--- config.mk ---
export PLATFORM = sky130hd
export DESIGN_NAME = cacheSystem
export DESIGN_NICKNAME = d
export VERILOG_FILES = /design/src/source/cachePkg.sv /design/src/source/cacheStore.sv /design/src/source/cacheControl.sv /design/src/source/cacheSystem.sv
export SDC_FILE = /design/constraint.sdc
export NUM_CORES = 2
export LEC_CHECK = 0
export ABC_AREA = 1
export BUFFER_PORTS_ARGS = -buffer_cell sky130_fd_sc_hd__buf_4
export CAP_MARGIN = 0
export CORE_ASPECT_RATIO = 1.75
export CORE_UTILIZATION = 54
export CTS_CLUSTER_SIZE = 10
export DETAILED_ROUTE_END_ITERATION = 12
export PLACE_DENSITY = 0.68
export SYNTH_ARGS = -nofsm -noshare
export SYNTH_HDL_FRONTEND = slang
export SYNTH_SLANG_ARGS = --single-unit
export TNS_END_PERCENT = 5
--- constraint.sdc ---
create_clock -name clk -period 13.2 [get_ports clk]
set_clock_uncertainty 0.05 [all_clocks]
set_input_delay 2.64 -clock clk [delete_from_list [all_inputs] [get_ports clk]]
set_output_delay 2.64 -clock clk [all_outputs]
set_load 0.005 [all_outputs]
--- src/source/cachePkg.sv ---
// Shared cache geometry and controller states; widths assume one 64-bit block per line.
`default_nettype none

package cachePkg;

  ////////////////////////////////////////
  // Address and data widths.
  ////////////////////////////////////////

  // Processor and memory address width.
  localparam int AddrWidth = 16;
  // One processor data word.
  localparam int WordWidth = 16;
  // One cache block, also the memory data width.
  localparam int BlockWidth = 64;

  ////////////////////////////////////////
  // Address split.
  ////////////////////////////////////////

  // Tag bits kept per line.
  localparam int TagWidth = 8;
  // Index bits, giving 32 lines.
  localparam int IndexWidth = 5;
  // Word select inside the block.
  localparam int WordSelWidth = 2;

  ////////////////////////////////////////
  // Controller states.
  ////////////////////////////////////////

  // Fixed two-bit encoding.
  // 00 idle, 01 fill (read miss), 10 evict (write-back).
  typedef enum logic [1:0] {
    StIdle  = 2'b00,
    StFill  = 2'b01,
    StEvict = 2'b10
  } CtrlState;

endpackage

`default_nettype wire

--- src/source/cacheStore.sv ---
// Direct-mapped line storage; reads are combinational, only valid and dirty bits are reset.
`timescale 1ns/1ps
`default_nettype none

module cacheStore (
  input  logic                             clk,
  input  logic                             reset,
  input  logic [cachePkg::IndexWidth-1:0]  index,
  input  logic [cachePkg::TagWidth-1:0]    inTag,
  input  logic [cachePkg::BlockWidth-1:0]  inBlock,
  input  logic                             inDirty,
  input  logic                             wr,
  output logic [cachePkg::TagWidth-1:0]    outTag,
  output logic [cachePkg::BlockWidth-1:0]  outBlock,
  output logic                             outValid,
  output logic                             outDirty
);

  // Number of lines in the cache.
  localparam int LineCount = 1 << cachePkg::IndexWidth;

  ////////////////////////////////////////
  // Storage arrays.
  ////////////////////////////////////////

  // Tag and block payload per line.
  logic [cachePkg::TagWidth-1:0]   tagMem   [LineCount];
  logic [cachePkg::BlockWidth-1:0] blockMem [LineCount];

  // Status bits per line, one bit per entry.
  logic [LineCount-1:0] validBits;
  logic [LineCount-1:0] dirtyBits;

  ////////////////////////////////////////
  // Write side.
  ////////////////////////////////////////

  // Payload write.
  // Tag and block are only meaningful once valid is set.
  always_ff @(posedge clk) begin
    if (wr) begin
      tagMem[index]   <= inTag;
      blockMem[index] <= inBlock;
    end
  end

  // Status write.
  // Reset empties the whole cache in one cycle.
  always_ff @(posedge clk) begin
    if (reset) begin
      validBits <= '0;
      dirtyBits <= '0;
    end else if (wr) begin
      // Any write makes the line valid.
      validBits[index] <= 1'b1;
      // Dirty follows the request type (store sets it, fill by load clears it).
      dirtyBits[index] <= inDirty;
    end
  end

  ////////////////////////////////////////
  // Read side.
  ////////////////////////////////////////

  // Lookup by index in the same cycle.
  assign outTag   = tagMem[index];
  assign outBlock = blockMem[index];
  assign outValid = validBits[index];
  assign outDirty = dirtyBits[index];

endmodule

`default_nettype wire

--- src/source/cacheControl.sv ---
// Miss handling FSM; assumes one request at a time and a memory that never refuses mEn.
`timescale 1ns/1ps
`default_nettype none

module cacheControl (
  input  logic clk,
  input  logic reset,
  input  logic pEn,
  input  logic cacheHit,
  input  logic cacheEvict,
  input  logic done,
  output logic doStall,
  output logic fillSelect,
  output logic evictSelect,
  output logic mEn
);

  // Current and next controller state.
  cachePkg::CtrlState state;
  cachePkg::CtrlState stateNext;

  ////////////////////////////////////////
  // State register.
  ////////////////////////////////////////

  always_ff @(posedge clk) begin
    if (reset) begin
      state <= cachePkg::StIdle;
    end else begin
      state <= stateNext;
    end
  end

  ////////////////////////////////////////
  // Next state and outputs.
  ////////////////////////////////////////

  always_comb begin
    // Defaults hold the state and keep the bus quiet.
    stateNext   = state;
    doStall     = 1'b0;
    fillSelect  = 1'b0;
    evictSelect = 1'b0;
    mEn         = 1'b0;

    case (state)
      cachePkg::StIdle: begin
        // Hits complete here with no stall.
        // A miss stalls and sends its first memory request at once.
        if (pEn && !cacheHit) begin
          doStall = 1'b1;
          mEn     = 1'b1;
          if (cacheEvict) begin
            // Dirty victim goes out first, addressed by its own tag.
            evictSelect = 1'b1;
            stateNext   = cachePkg::StEvict;
          end else begin
            stateNext = cachePkg::StFill;
          end
        end
      end

      cachePkg::StEvict: begin
        // Wait for the write-back to finish.
        doStall = 1'b1;
        if (done) begin
          // Write-back is acknowledged, so the block read goes out now.
          mEn       = 1'b1;
          stateNext = cachePkg::StFill;
        end
      end

      cachePkg::StFill: begin
        // Stall until the block arrives.
        doStall = !done;
        if (done) begin
          // Memory block is used and written into the line this cycle.
          fillSelect = 1'b1;
          stateNext  = cachePkg::StIdle;
        end
      end

      default: begin
        // Unused encoding.
        stateNext = cachePkg::StIdle;
      end
    endcase
  end

endmodule

`default_nettype wire

--- src/source/cacheSystem.sv ---
// Cache datapath; full 16-bit word writes only, the byte address bit is ignored.
`timescale 1ns/1ps
`default_nettype none

module cacheSystem (
  input  logic                             clk,
  input  logic                             reset,
  // Processor side.
  input  logic                             pEn,
  input  logic                             pIsRd,
  input  logic [cachePkg::AddrWidth-1:0]   pAddr,
  input  logic [cachePkg::WordWidth-1:0]   pData,
  output logic                             doStall,
  output logic [cachePkg::WordWidth-1:0]   pResult,
  // Memory side.
  input  logic                             done,
  input  logic [cachePkg::BlockWidth-1:0]  mResult,
  output logic                             mEn,
  output logic                             mIsRd,
  output logic [cachePkg::AddrWidth-1:0]   mAddr,
  output logic [cachePkg::BlockWidth-1:0]  mData
);

  // Bit positions of the address fields.
  localparam int WordSelLsb = 1;
  localparam int IndexLsb   = WordSelLsb + cachePkg::WordSelWidth;
  localparam int TagLsb     = IndexLsb + cachePkg::IndexWidth;

  // Address fields of the current request.
  logic [cachePkg::TagWidth-1:0]     reqTag;
  logic [cachePkg::IndexWidth-1:0]   reqIndex;
  logic [cachePkg::WordSelWidth-1:0] reqWordSel;

  // Line lookup results.
  logic [cachePkg::TagWidth-1:0]   outTag;
  logic [cachePkg::BlockWidth-1:0] cacheBlock;
  logic                            outValid;
  logic                            outDirty;

  // Controls.
  logic cacheHit;
  logic cacheEvict;
  logic fillSelect;
  logic evictSelect;
  logic lineWr;

  // Block paths.
  logic [cachePkg::BlockWidth-1:0] resultBlock;
  logic [cachePkg::BlockWidth-1:0] writeBlock;

  assign reqTag     = pAddr[TagLsb +: cachePkg::TagWidth];
  assign reqIndex   = pAddr[IndexLsb +: cachePkg::IndexWidth];
  assign reqWordSel = pAddr[WordSelLsb +: cachePkg::WordSelWidth];

  ////////////////////////////////////////
  // Lookup and hit detection.
  ////////////////////////////////////////

  cacheStore storeUnit (
    .clk      (clk),
    .reset    (reset),
    .index    (reqIndex),
    .inTag    (reqTag),
    .inBlock  (writeBlock),
    .inDirty  (!pIsRd),
    .wr       (lineWr),
    .outTag   (outTag),
    .outBlock (cacheBlock),
    .outValid (outValid),
    .outDirty (outDirty)
  );

  // Hit needs a valid line with a matching tag.
  assign cacheHit   = outValid && (outTag == reqTag);
  // Miss on a valid dirty line must write the victim back.
  assign cacheEvict = !cacheHit && outValid && outDirty;

  cacheControl controlUnit (
    .clk         (clk),
    .reset       (reset),
    .pEn         (pEn),
    .cacheHit    (cacheHit),
    .cacheEvict  (cacheEvict),
    .done        (done),
    .doStall     (doStall),
    .fillSelect  (fillSelect),
    .evictSelect (evictSelect),
    .mEn         (mEn)
  );

  ////////////////////////////////////////
  // Block merge and result select.
  ////////////////////////////////////////

  // Fill cycle takes the memory block, otherwise the stored one.
  assign resultBlock = fillSelect ? mResult : cacheBlock;

  // Store replaces the addressed word; other words pass through.
  always_comb begin
    writeBlock = resultBlock;
    if (!pIsRd) begin
      writeBlock[reqWordSel*cachePkg::WordWidth +: cachePkg::WordWidth] = pData;
    end
  end

  // Line is written on a store hit or when a fill lands.
  assign lineWr = (pEn && cacheHit && !pIsRd) || fillSelect;

  // Read data comes from the chosen block, so fills return in the same cycle.
  assign pResult = resultBlock[reqWordSel*cachePkg::WordWidth +: cachePkg::WordWidth];

  ////////////////////////////////////////
  // Memory request fields.
  ////////////////////////////////////////

  // Victim address on write-back, request address on fetch.
  assign mAddr = {(evictSelect ? outTag : reqTag), reqIndex, IndexLsb'(0)};
  // Only the victim block is ever written out.
  assign mData = cacheBlock;
  assign mIsRd = !evictSelect;

endmodule

`default_nettype wire

Word-level counts from Yosys, hierarchy flattened
Memories as Yosys holds them, arrays and structs flattened.
Cells that the tools add are included.
W data, S select, Z words.
{ "totals": {"register_bits": 66, "mem_bits_rw": 2304, "out_inout_bits": 99, "n_memories": 2} }
{ "classes": {"addsub": 1, "magnitude_cmp": 2, "n_eq_ne": 6, "shifts": 3, "n_mux": 26, "bitwise_logic": 1, "reduce_logical": 14} }
{ "memory_table": {"columns": ["memory", "depth", "word_bits", "read_ports", "rd_clocked_by_memory_dff", "write_ports", "line_no", "rtl"], "rows": [
  ["storeUnit.blockMem", 32, 64, 1, 0, 1, "cacheStore.sv:28", "logic [cachePkg::BlockWidth-1:0] blockMem [LineCount];"],
  ["storeUnit.tagMem", 32, 8, 1, 0, 1, "cacheStore.sv:27", "logic [cachePkg::TagWidth-1:0] tagMem [LineCount];"]
]} }
{ "ops": {"columns": ["op", "n"], "rows": [
  ["$mux W64", 2],
  ["$bwmux W64", 1],
  ["$shift A16 B34 Y64 const A", 1],
  ["$shiftx A16 B34 Y64", 1],
  ["$shiftx A64 B7 Y16", 1],
  ["$neg A6 Y34", 1],
  ["$bwmux W32", 1],
  ["$or A32 B32 Y32", 1],
  ["$mux W1", 11],
  ["$bmux W1 S5", 2],
  ["$eq A8 B8 Y1", 1],
  ["$mux W2", 4],
  ["$mux W8", 1],
  ["$logic_and A1 B1 Y1", 7],
  ["$lt A5 B6 Y1 const B", 1],
  ["$pmux W2 S3", 1],
  ["$demux W1 S5", 1],
  ["$ge A5 B1 Y1 const B", 1],
  ["$logic_not A1 Y1", 4],
  ["$ne A2 B2 Y1 const B", 2],
  ["$pmux W1 S3", 1],
  ["$reduce_and A3 Y1", 1],
  ["$eq A2 B1 Y1 const B", 1],
  ["$eq A2 B2 Y1 const B", 1],
  ["4 further kinds", 4]
]} }

Logic depth before layout (Yosys ltp)
{ "depth": {"word_depth": 10, "depth_mapped": 22, "mapped_depth_nobuf": 19} }

Cells and area by module
A second synthesis with hierarchy kept.
{ "unflattened": {"hier_cells": 9959, "area_unflattened_um2": 100108.5} }
{ "by_module_without_submodules": {"columns": ["module", "instances", "cells_each", "area_per_inst_um2", "seq_area_each_um2"], "rows": [
  ["cacheStore", 1, 9505, 97518.5, 70467.6],
  ["cacheSystem", 1, 427, 2438.6, 0.0],
  ["cacheControl", 1, 27, 151.4, 40.0]
]} }

Worst setup path before layout
No wires, ideal clock.
{ "synth_timing": {"kind": "input -> output", "startpoint": "input port pAddr[6] in the netlist's numbering", "endpoint": "output port mAddr[10] in the netlist's numbering", "t_arrival_ns": 4.565, "setup_slack_ns": 5.945, "path_stages": 15, "n_path_buf": 5, "cell_sequence": "clkbuf_2 > inv_2 > nor3_2 > buf_4 > inv_2 > buf_2 > buf_2 > o22ai_1 > nor2_1 > nand3_1 > nor2_1 > nand3_1 > buf_4 > nand2_1 > nand2_1"} }
{ "synth_via": {"elab_chain_len": 10, "word_cells_on_any_way": 15, "classes_between": "eq/ne (1); mux (8); reduce/logical (5); memory (1)"} }
{ "synth_lines": {"columns": ["item", "line_no", "rtl"], "rows": [
  ["start: declaration", "cacheSystem.sv:11", "input logic [cachePkg::AddrWidth-1:0] pAddr,"],
  ["$mem_v2 Z32 W8 / $bmux W1 S5 (equally long branches)", null, null],
  ["$eq A8 B8 Y1 / $mux W1 (equally long branches)", "cacheSystem.sv:74, cacheStore.sv:68", null],
  ["$logic_and A1 B1 Y1", "cacheSystem.sv:74", "assign cacheHit = outValid && (outTag == reqTag);"],
  ["$logic_not A1 Y1", "cacheControl.sv:50, cacheSystem.sv:76", null],
  ["$logic_and A1 B1 Y1 (2 in a row)", "cacheSystem.sv:76", "assign cacheEvict = !cacheHit && outValid && outDirty;"],
  ["$mux W1", "cacheControl.sv:53", "if (cacheEvict) begin"],
  ["$mux W1", "cacheControl.sv:50", "if (pEn && !cacheHit) begin"],
  ["$mux W1", "cacheControl.sv:46", "case (state)"],
  ["$mux W8 *", "cacheSystem.sv:117", "assign mAddr = {(evictSelect ? outTag : reqTag), reqIndex, IndexLsb'(0)};"],
  ["end: declaration", "cacheSystem.sv:20", "output logic [cachePkg::AddrWidth-1:0] mAddr,"]
]} }
Every way passes the cells marked *; elsewhere a longest branch is shown, timed or not. The select of a mux whose other input is x is not followed.

Worst setup path in the final report
{ "layout_timing": {"startpoint": "input port pAddr[3] in the netlist's numbering", "endpoint": "output port pResult[15] in the netlist's numbering"} }
{ "layout_via": {"elab_chain_len": 3} }
{ "layout_lines": {"columns": ["item", "line_no", "rtl"], "rows": [
  ["$mem_v2 Z32 W64", null, null],
  ["$mux W64", "cacheSystem.sv:96", "assign resultBlock = fillSelect ? mResult : cacheBlock;"],
  ["$shiftx A64 B7 Y16", "cacheSystem.sv:110", "assign pResult = resultBlock[reqWordSel*cachePkg::WordWidth +: cachePkg::WordWidth];"],
  ["end: declaration", "cacheSystem.sv:14", "output logic [cachePkg::WordWidth-1:0] pResult,"]
]} }
No other way between the ends.

==> impl_metrics.env <==
export IMPL_rr_startpoint="storeUnit.tagMem[4][1]$_DFFE_PP_"
export IMPL_drive_gt1_share_pct=14.1
export IMPL_yosys_most_used_dff="edfxtp_1"
export IMPL_critPathCaptureType="output port"
export IMPL_final_cell_mix="edfxtp_1, a22oi_1, nand2_1"
export IMPL_drv_slew=0
export IMPL_drv_cap=0
export IMPL_hold_worst_slack_ns=0.398
export IMPL_numCtsBuffers=279
export IMPL_slowest_stage="nor4_1"
export IMPL_p_int_uw=12600
export IMPL_cellPowerDensity_nw_per_um2=159
export IMPL_drtAntennaViolNets=0
export IMPL_wl_per_cell_um=32.8
export IMPL_layout_commonest_cell="edfxtp_1"
export IMPL_cp_arrival_ns=7.86
export IMPL_cts_sinks=2370
export IMPL_ys_ff_latch=2370
export IMPL_cp_common_cell="buf_4"
export IMPL_gp_congestion=0.875
export IMPL_setup_worst_path_start="pAddr[3]"
export IMPL_htreeDepth=5
export IMPL_ctsResizeCount=0
export IMPL_rsz0062_at_grt="no"
export IMPL_overflow=0
export IMPL_required_ns=10.51
export IMPL_seq_power_share_pct=52.4
export IMPL_stdcell_count=8465
export IMPL_dp_cells=8145
export IMPL_root_buffer="clkbuf_16"
export IMPL_fmax_mhz=94.8
export IMPL_synth_top_cell_area_share_pct=76.0
export IMPL_postCtsSetupBuffers=0
export IMPL_cp_start_kind="primary input"
export IMPL_reg2reg_to="storeUnit.blockMem[18][60]$_DFFE_PP_"
export IMPL_power_frac_comb_pct=7.0
export IMPL_r2r_cells=18
export IMPL_drt_total_wl_mm=278
export IMPL_cp_cell_sequence="buf_4, clkinv_2, nand2_2, inv_8, buf_4, a22oi_1, a21oi_1, nor4_1, nand3_1, o21ai_0, nand2_1, nand3_1, nand2_1, buf_4"
export IMPL_drtIter0Drc=8205
export IMPL_antenna_found_initial=6
export IMPL_setup_tns_ns=0
export IMPL_io_buffer_count=195
export IMPL_whs_path_depth=2
export IMPL_crit_type="primary input to output port"
export IMPL_yosys_warnings=0
export IMPL_period_needed_ns=10.55
export IMPL_p_sw_uw=3660
export IMPL_grt_max_degree=168
export IMPL_clkSlewWorstSetupHoldPaths_ns=0.06
export IMPL_synth_seq_area_share_pct=77.5
export IMPL_hold_start="storeUnit.dirtyBits[19]$_SDFFE_PP0P_"
export IMPL_synthDistinctLibCells=43
export IMPL_cts_tree="built"
export IMPL_avgViaCountPerCell=6.78
export IMPL_setup_violations=0
export IMPL_fp_dieH_um=545
export IMPL_r2r_slack_ns=8.00
export IMPL_synth_cells=6023
export IMPL_via_count=57400
export IMPL_hold_path_endpoint="storeUnit.dirtyBits[19]$_SDFFE_PP0P_"
export IMPL_fin_ws_ns=2.65
export IMPL_dp_slack_ns=2.87
export IMPL_core_area_um2=168000
export IMPL_synth_largest_area_cell="edfxtp_1"
export IMPL_dieWidth_um=312
export IMPL_initial_utilization_pct=54.3
export IMPL_synth_avg_cell_area_um2=15.1
export IMPL_io_pins=200
export IMPL_hpwl_mm=139
export IMPL_slew_headroom_pct=4.08
export IMPL_drc=0
export IMPL_p_leak_uw=0.0337
export IMPL_switching_share_pct=22.5
export IMPL_ctsHoldBuffers=0
export IMPL_post_synth_instance_area_um2=91000
export IMPL_hp_class="flop to flop"
export IMPL_netlist_top_cells_area="edfxtp_1, a22oi_1, nand2_1, a21oi_1, dfxtp_1"
export IMPL_cpPeakStageDelay_ns=0.76
export IMPL_fin_nets=6321
export IMPL_status="completed"
export IMPL_p_clk_share_pct=40.6
export IMPL_worstMarginPinSlew_ns=1.44
export IMPL_insertion_delay_ns=0.82
export IMPL_crit_fanout=107
export IMPL_finalHoldViolations=0
export IMPL_ir_drop_v=0.000159
export IMPL_synth_edf_count=2304
export IMPL_fin_crit_sh_pct=79.9
export IMPL_cts_max_path_buffers=4
export IMPL_syn_to_final_growth_pct=12.5
export IMPL_groute_usage_overall_pct=31.8
export IMPL_synth_async_reset_ratio_pct=0
export IMPL_post_route_util_pct=61.1
export IMPL_grt_pass1_wl_mm=387
export IMPL_dieArea_um2=170000
export IMPL_grt_pass1_vias=55100
export IMPL_dr_pass1_iters=6
export IMPL_fill_cells=12100
export IMPL_rows=199
[worst max-delay path, delay by kind of cell]
kind                   cells  cell delay (ns)
and+or+nand+nor            6             2.34
buffers and inverters      5             2.04
AOI/OAI and AO/OA          3             0.72
[synth_stat cells, types with 2 or more instances]
| cell type | number |
|---|---|
| buf_12 | 3 |
| a221oi_1 | 6 |
| or2_1 | 2 |
| nor3_4 | 2 |
| clkinv_1 | 4 |
| buf_6 | 4 |
| or2_2 | 66 |
| edfxtp_1 | 2304 |
| nor2_2 | 2 |
| buf_2 | 142 |
| buf_1 | 54 |
| nand2_2 | 2 |
| nand2_1 | 842 |
| nor3_2 | 5 |
| inv_1 | 194 |
| dfxtp_1 | 66 |
| a21oi_2 | 53 |
| nand3_4 | 30 |
| o21ai_0 | 48 |
| buf_4 | 20 |
| nor4_1 | 86 |
| o2111a_1 | 2 |
| or2_0 | 6 |
| a21oi_1 | 530 |
| nand3_1 | 120 |
| clkbuf_1 | 172 |
| inv_2 | 14 |
| nand4_1 | 36 |
| mux2i_1 | 25 |
| o22ai_1 | 91 |
| ha_1 | 5 |
| nor3_1 | 10 |
| nor2_1 | 44 |
| a22oi_1 | 1024 |
[per-stage QoR]
step / area, µm² / power, µW
6_report: 102000 / 16300
5_1_grt: 102000 / 16600
4_1_cts: 102000 / 16200
3_5_place_dp: 95000 / 9770
3_3_place_gp: 95000 / 9740
2_1_floorplan: 91000 / 9250
[metal layers]
| metal | vias to the layer above | global-route usage (%) | wire length, µm |
|---|---|---|---|
| met5 | - | 0 | 15 |
| met4 | 2 | 16.5 | 15700 |
| met3 | 814 | 5.45 | 30500 |
| met2 | 4099 | 51.0 | 133000 |
| met1 | 28800 | 41.7 | 98200 |
| li1 | 23600 | - | - |
[cell families after synthesis]
| logic type | share of synthesized area [%] |
|---|---|
| flops | 77.5 |
| compound gates | 12.9 |
| simple gates | 6.45 |
| buf+inv | 2.87 |
| mux | 0.275 |
| fa+ha+maj | 0.0687 |
| other cells | 0.00412 |
[worst max-delay path by stage]
stage | end | slack (ns) | depth (start not counted)
2_1_floorplan | mAddr[10] | 5.94 | 15
3_3_place_gp | pResult[8] | 2.86 | 14
3_5_place_dp | pResult[15] | 2.87 | 14
4_1_cts | pResult[15] | 2.85 | 14
5_1_grt | pResult[12] | 2.56 | 14
6_report | pResult[15] | 2.65 | 14
[power by group through the flow]
stage / Clock (µW) / Sequential, µW / Combinational, µW
detailed placement: 0 / 8670 / 1100
global placement: 0 / 8660 / 1080
global route: 6900 / 8510 / 1180
CTS: 6620 / 8510 / 1110
floorplan: 0 / 8670 / 576
finish: 6610 / 8520 / 1140
[layout make-up]
class	instances	area (µm²)	area share, %
inverters	212	995	0.971
well taps	2211	2770	2.70
diodes	3	7.51	0.00733
clock inverters	14	199	0.194
clock buffers	303	7200	7.03
flip-flops and latches	2370	70500	68.8
multi-input cells	3047	18300	17.9
repair buffers	305	2430	2.37
[flip-flops by register name, indices dropped and copies added (netlist names)]
| signal | cells |
|---|---|
| storeUnit.blockMem | 2048 |
| storeUnit.tagMem | 256 |
| storeUnit.dirtyBits | 32 |
| storeUnit.validBits | 32 |
| controlUnit.state | 2 |
(Power assumes the default switching activity.)
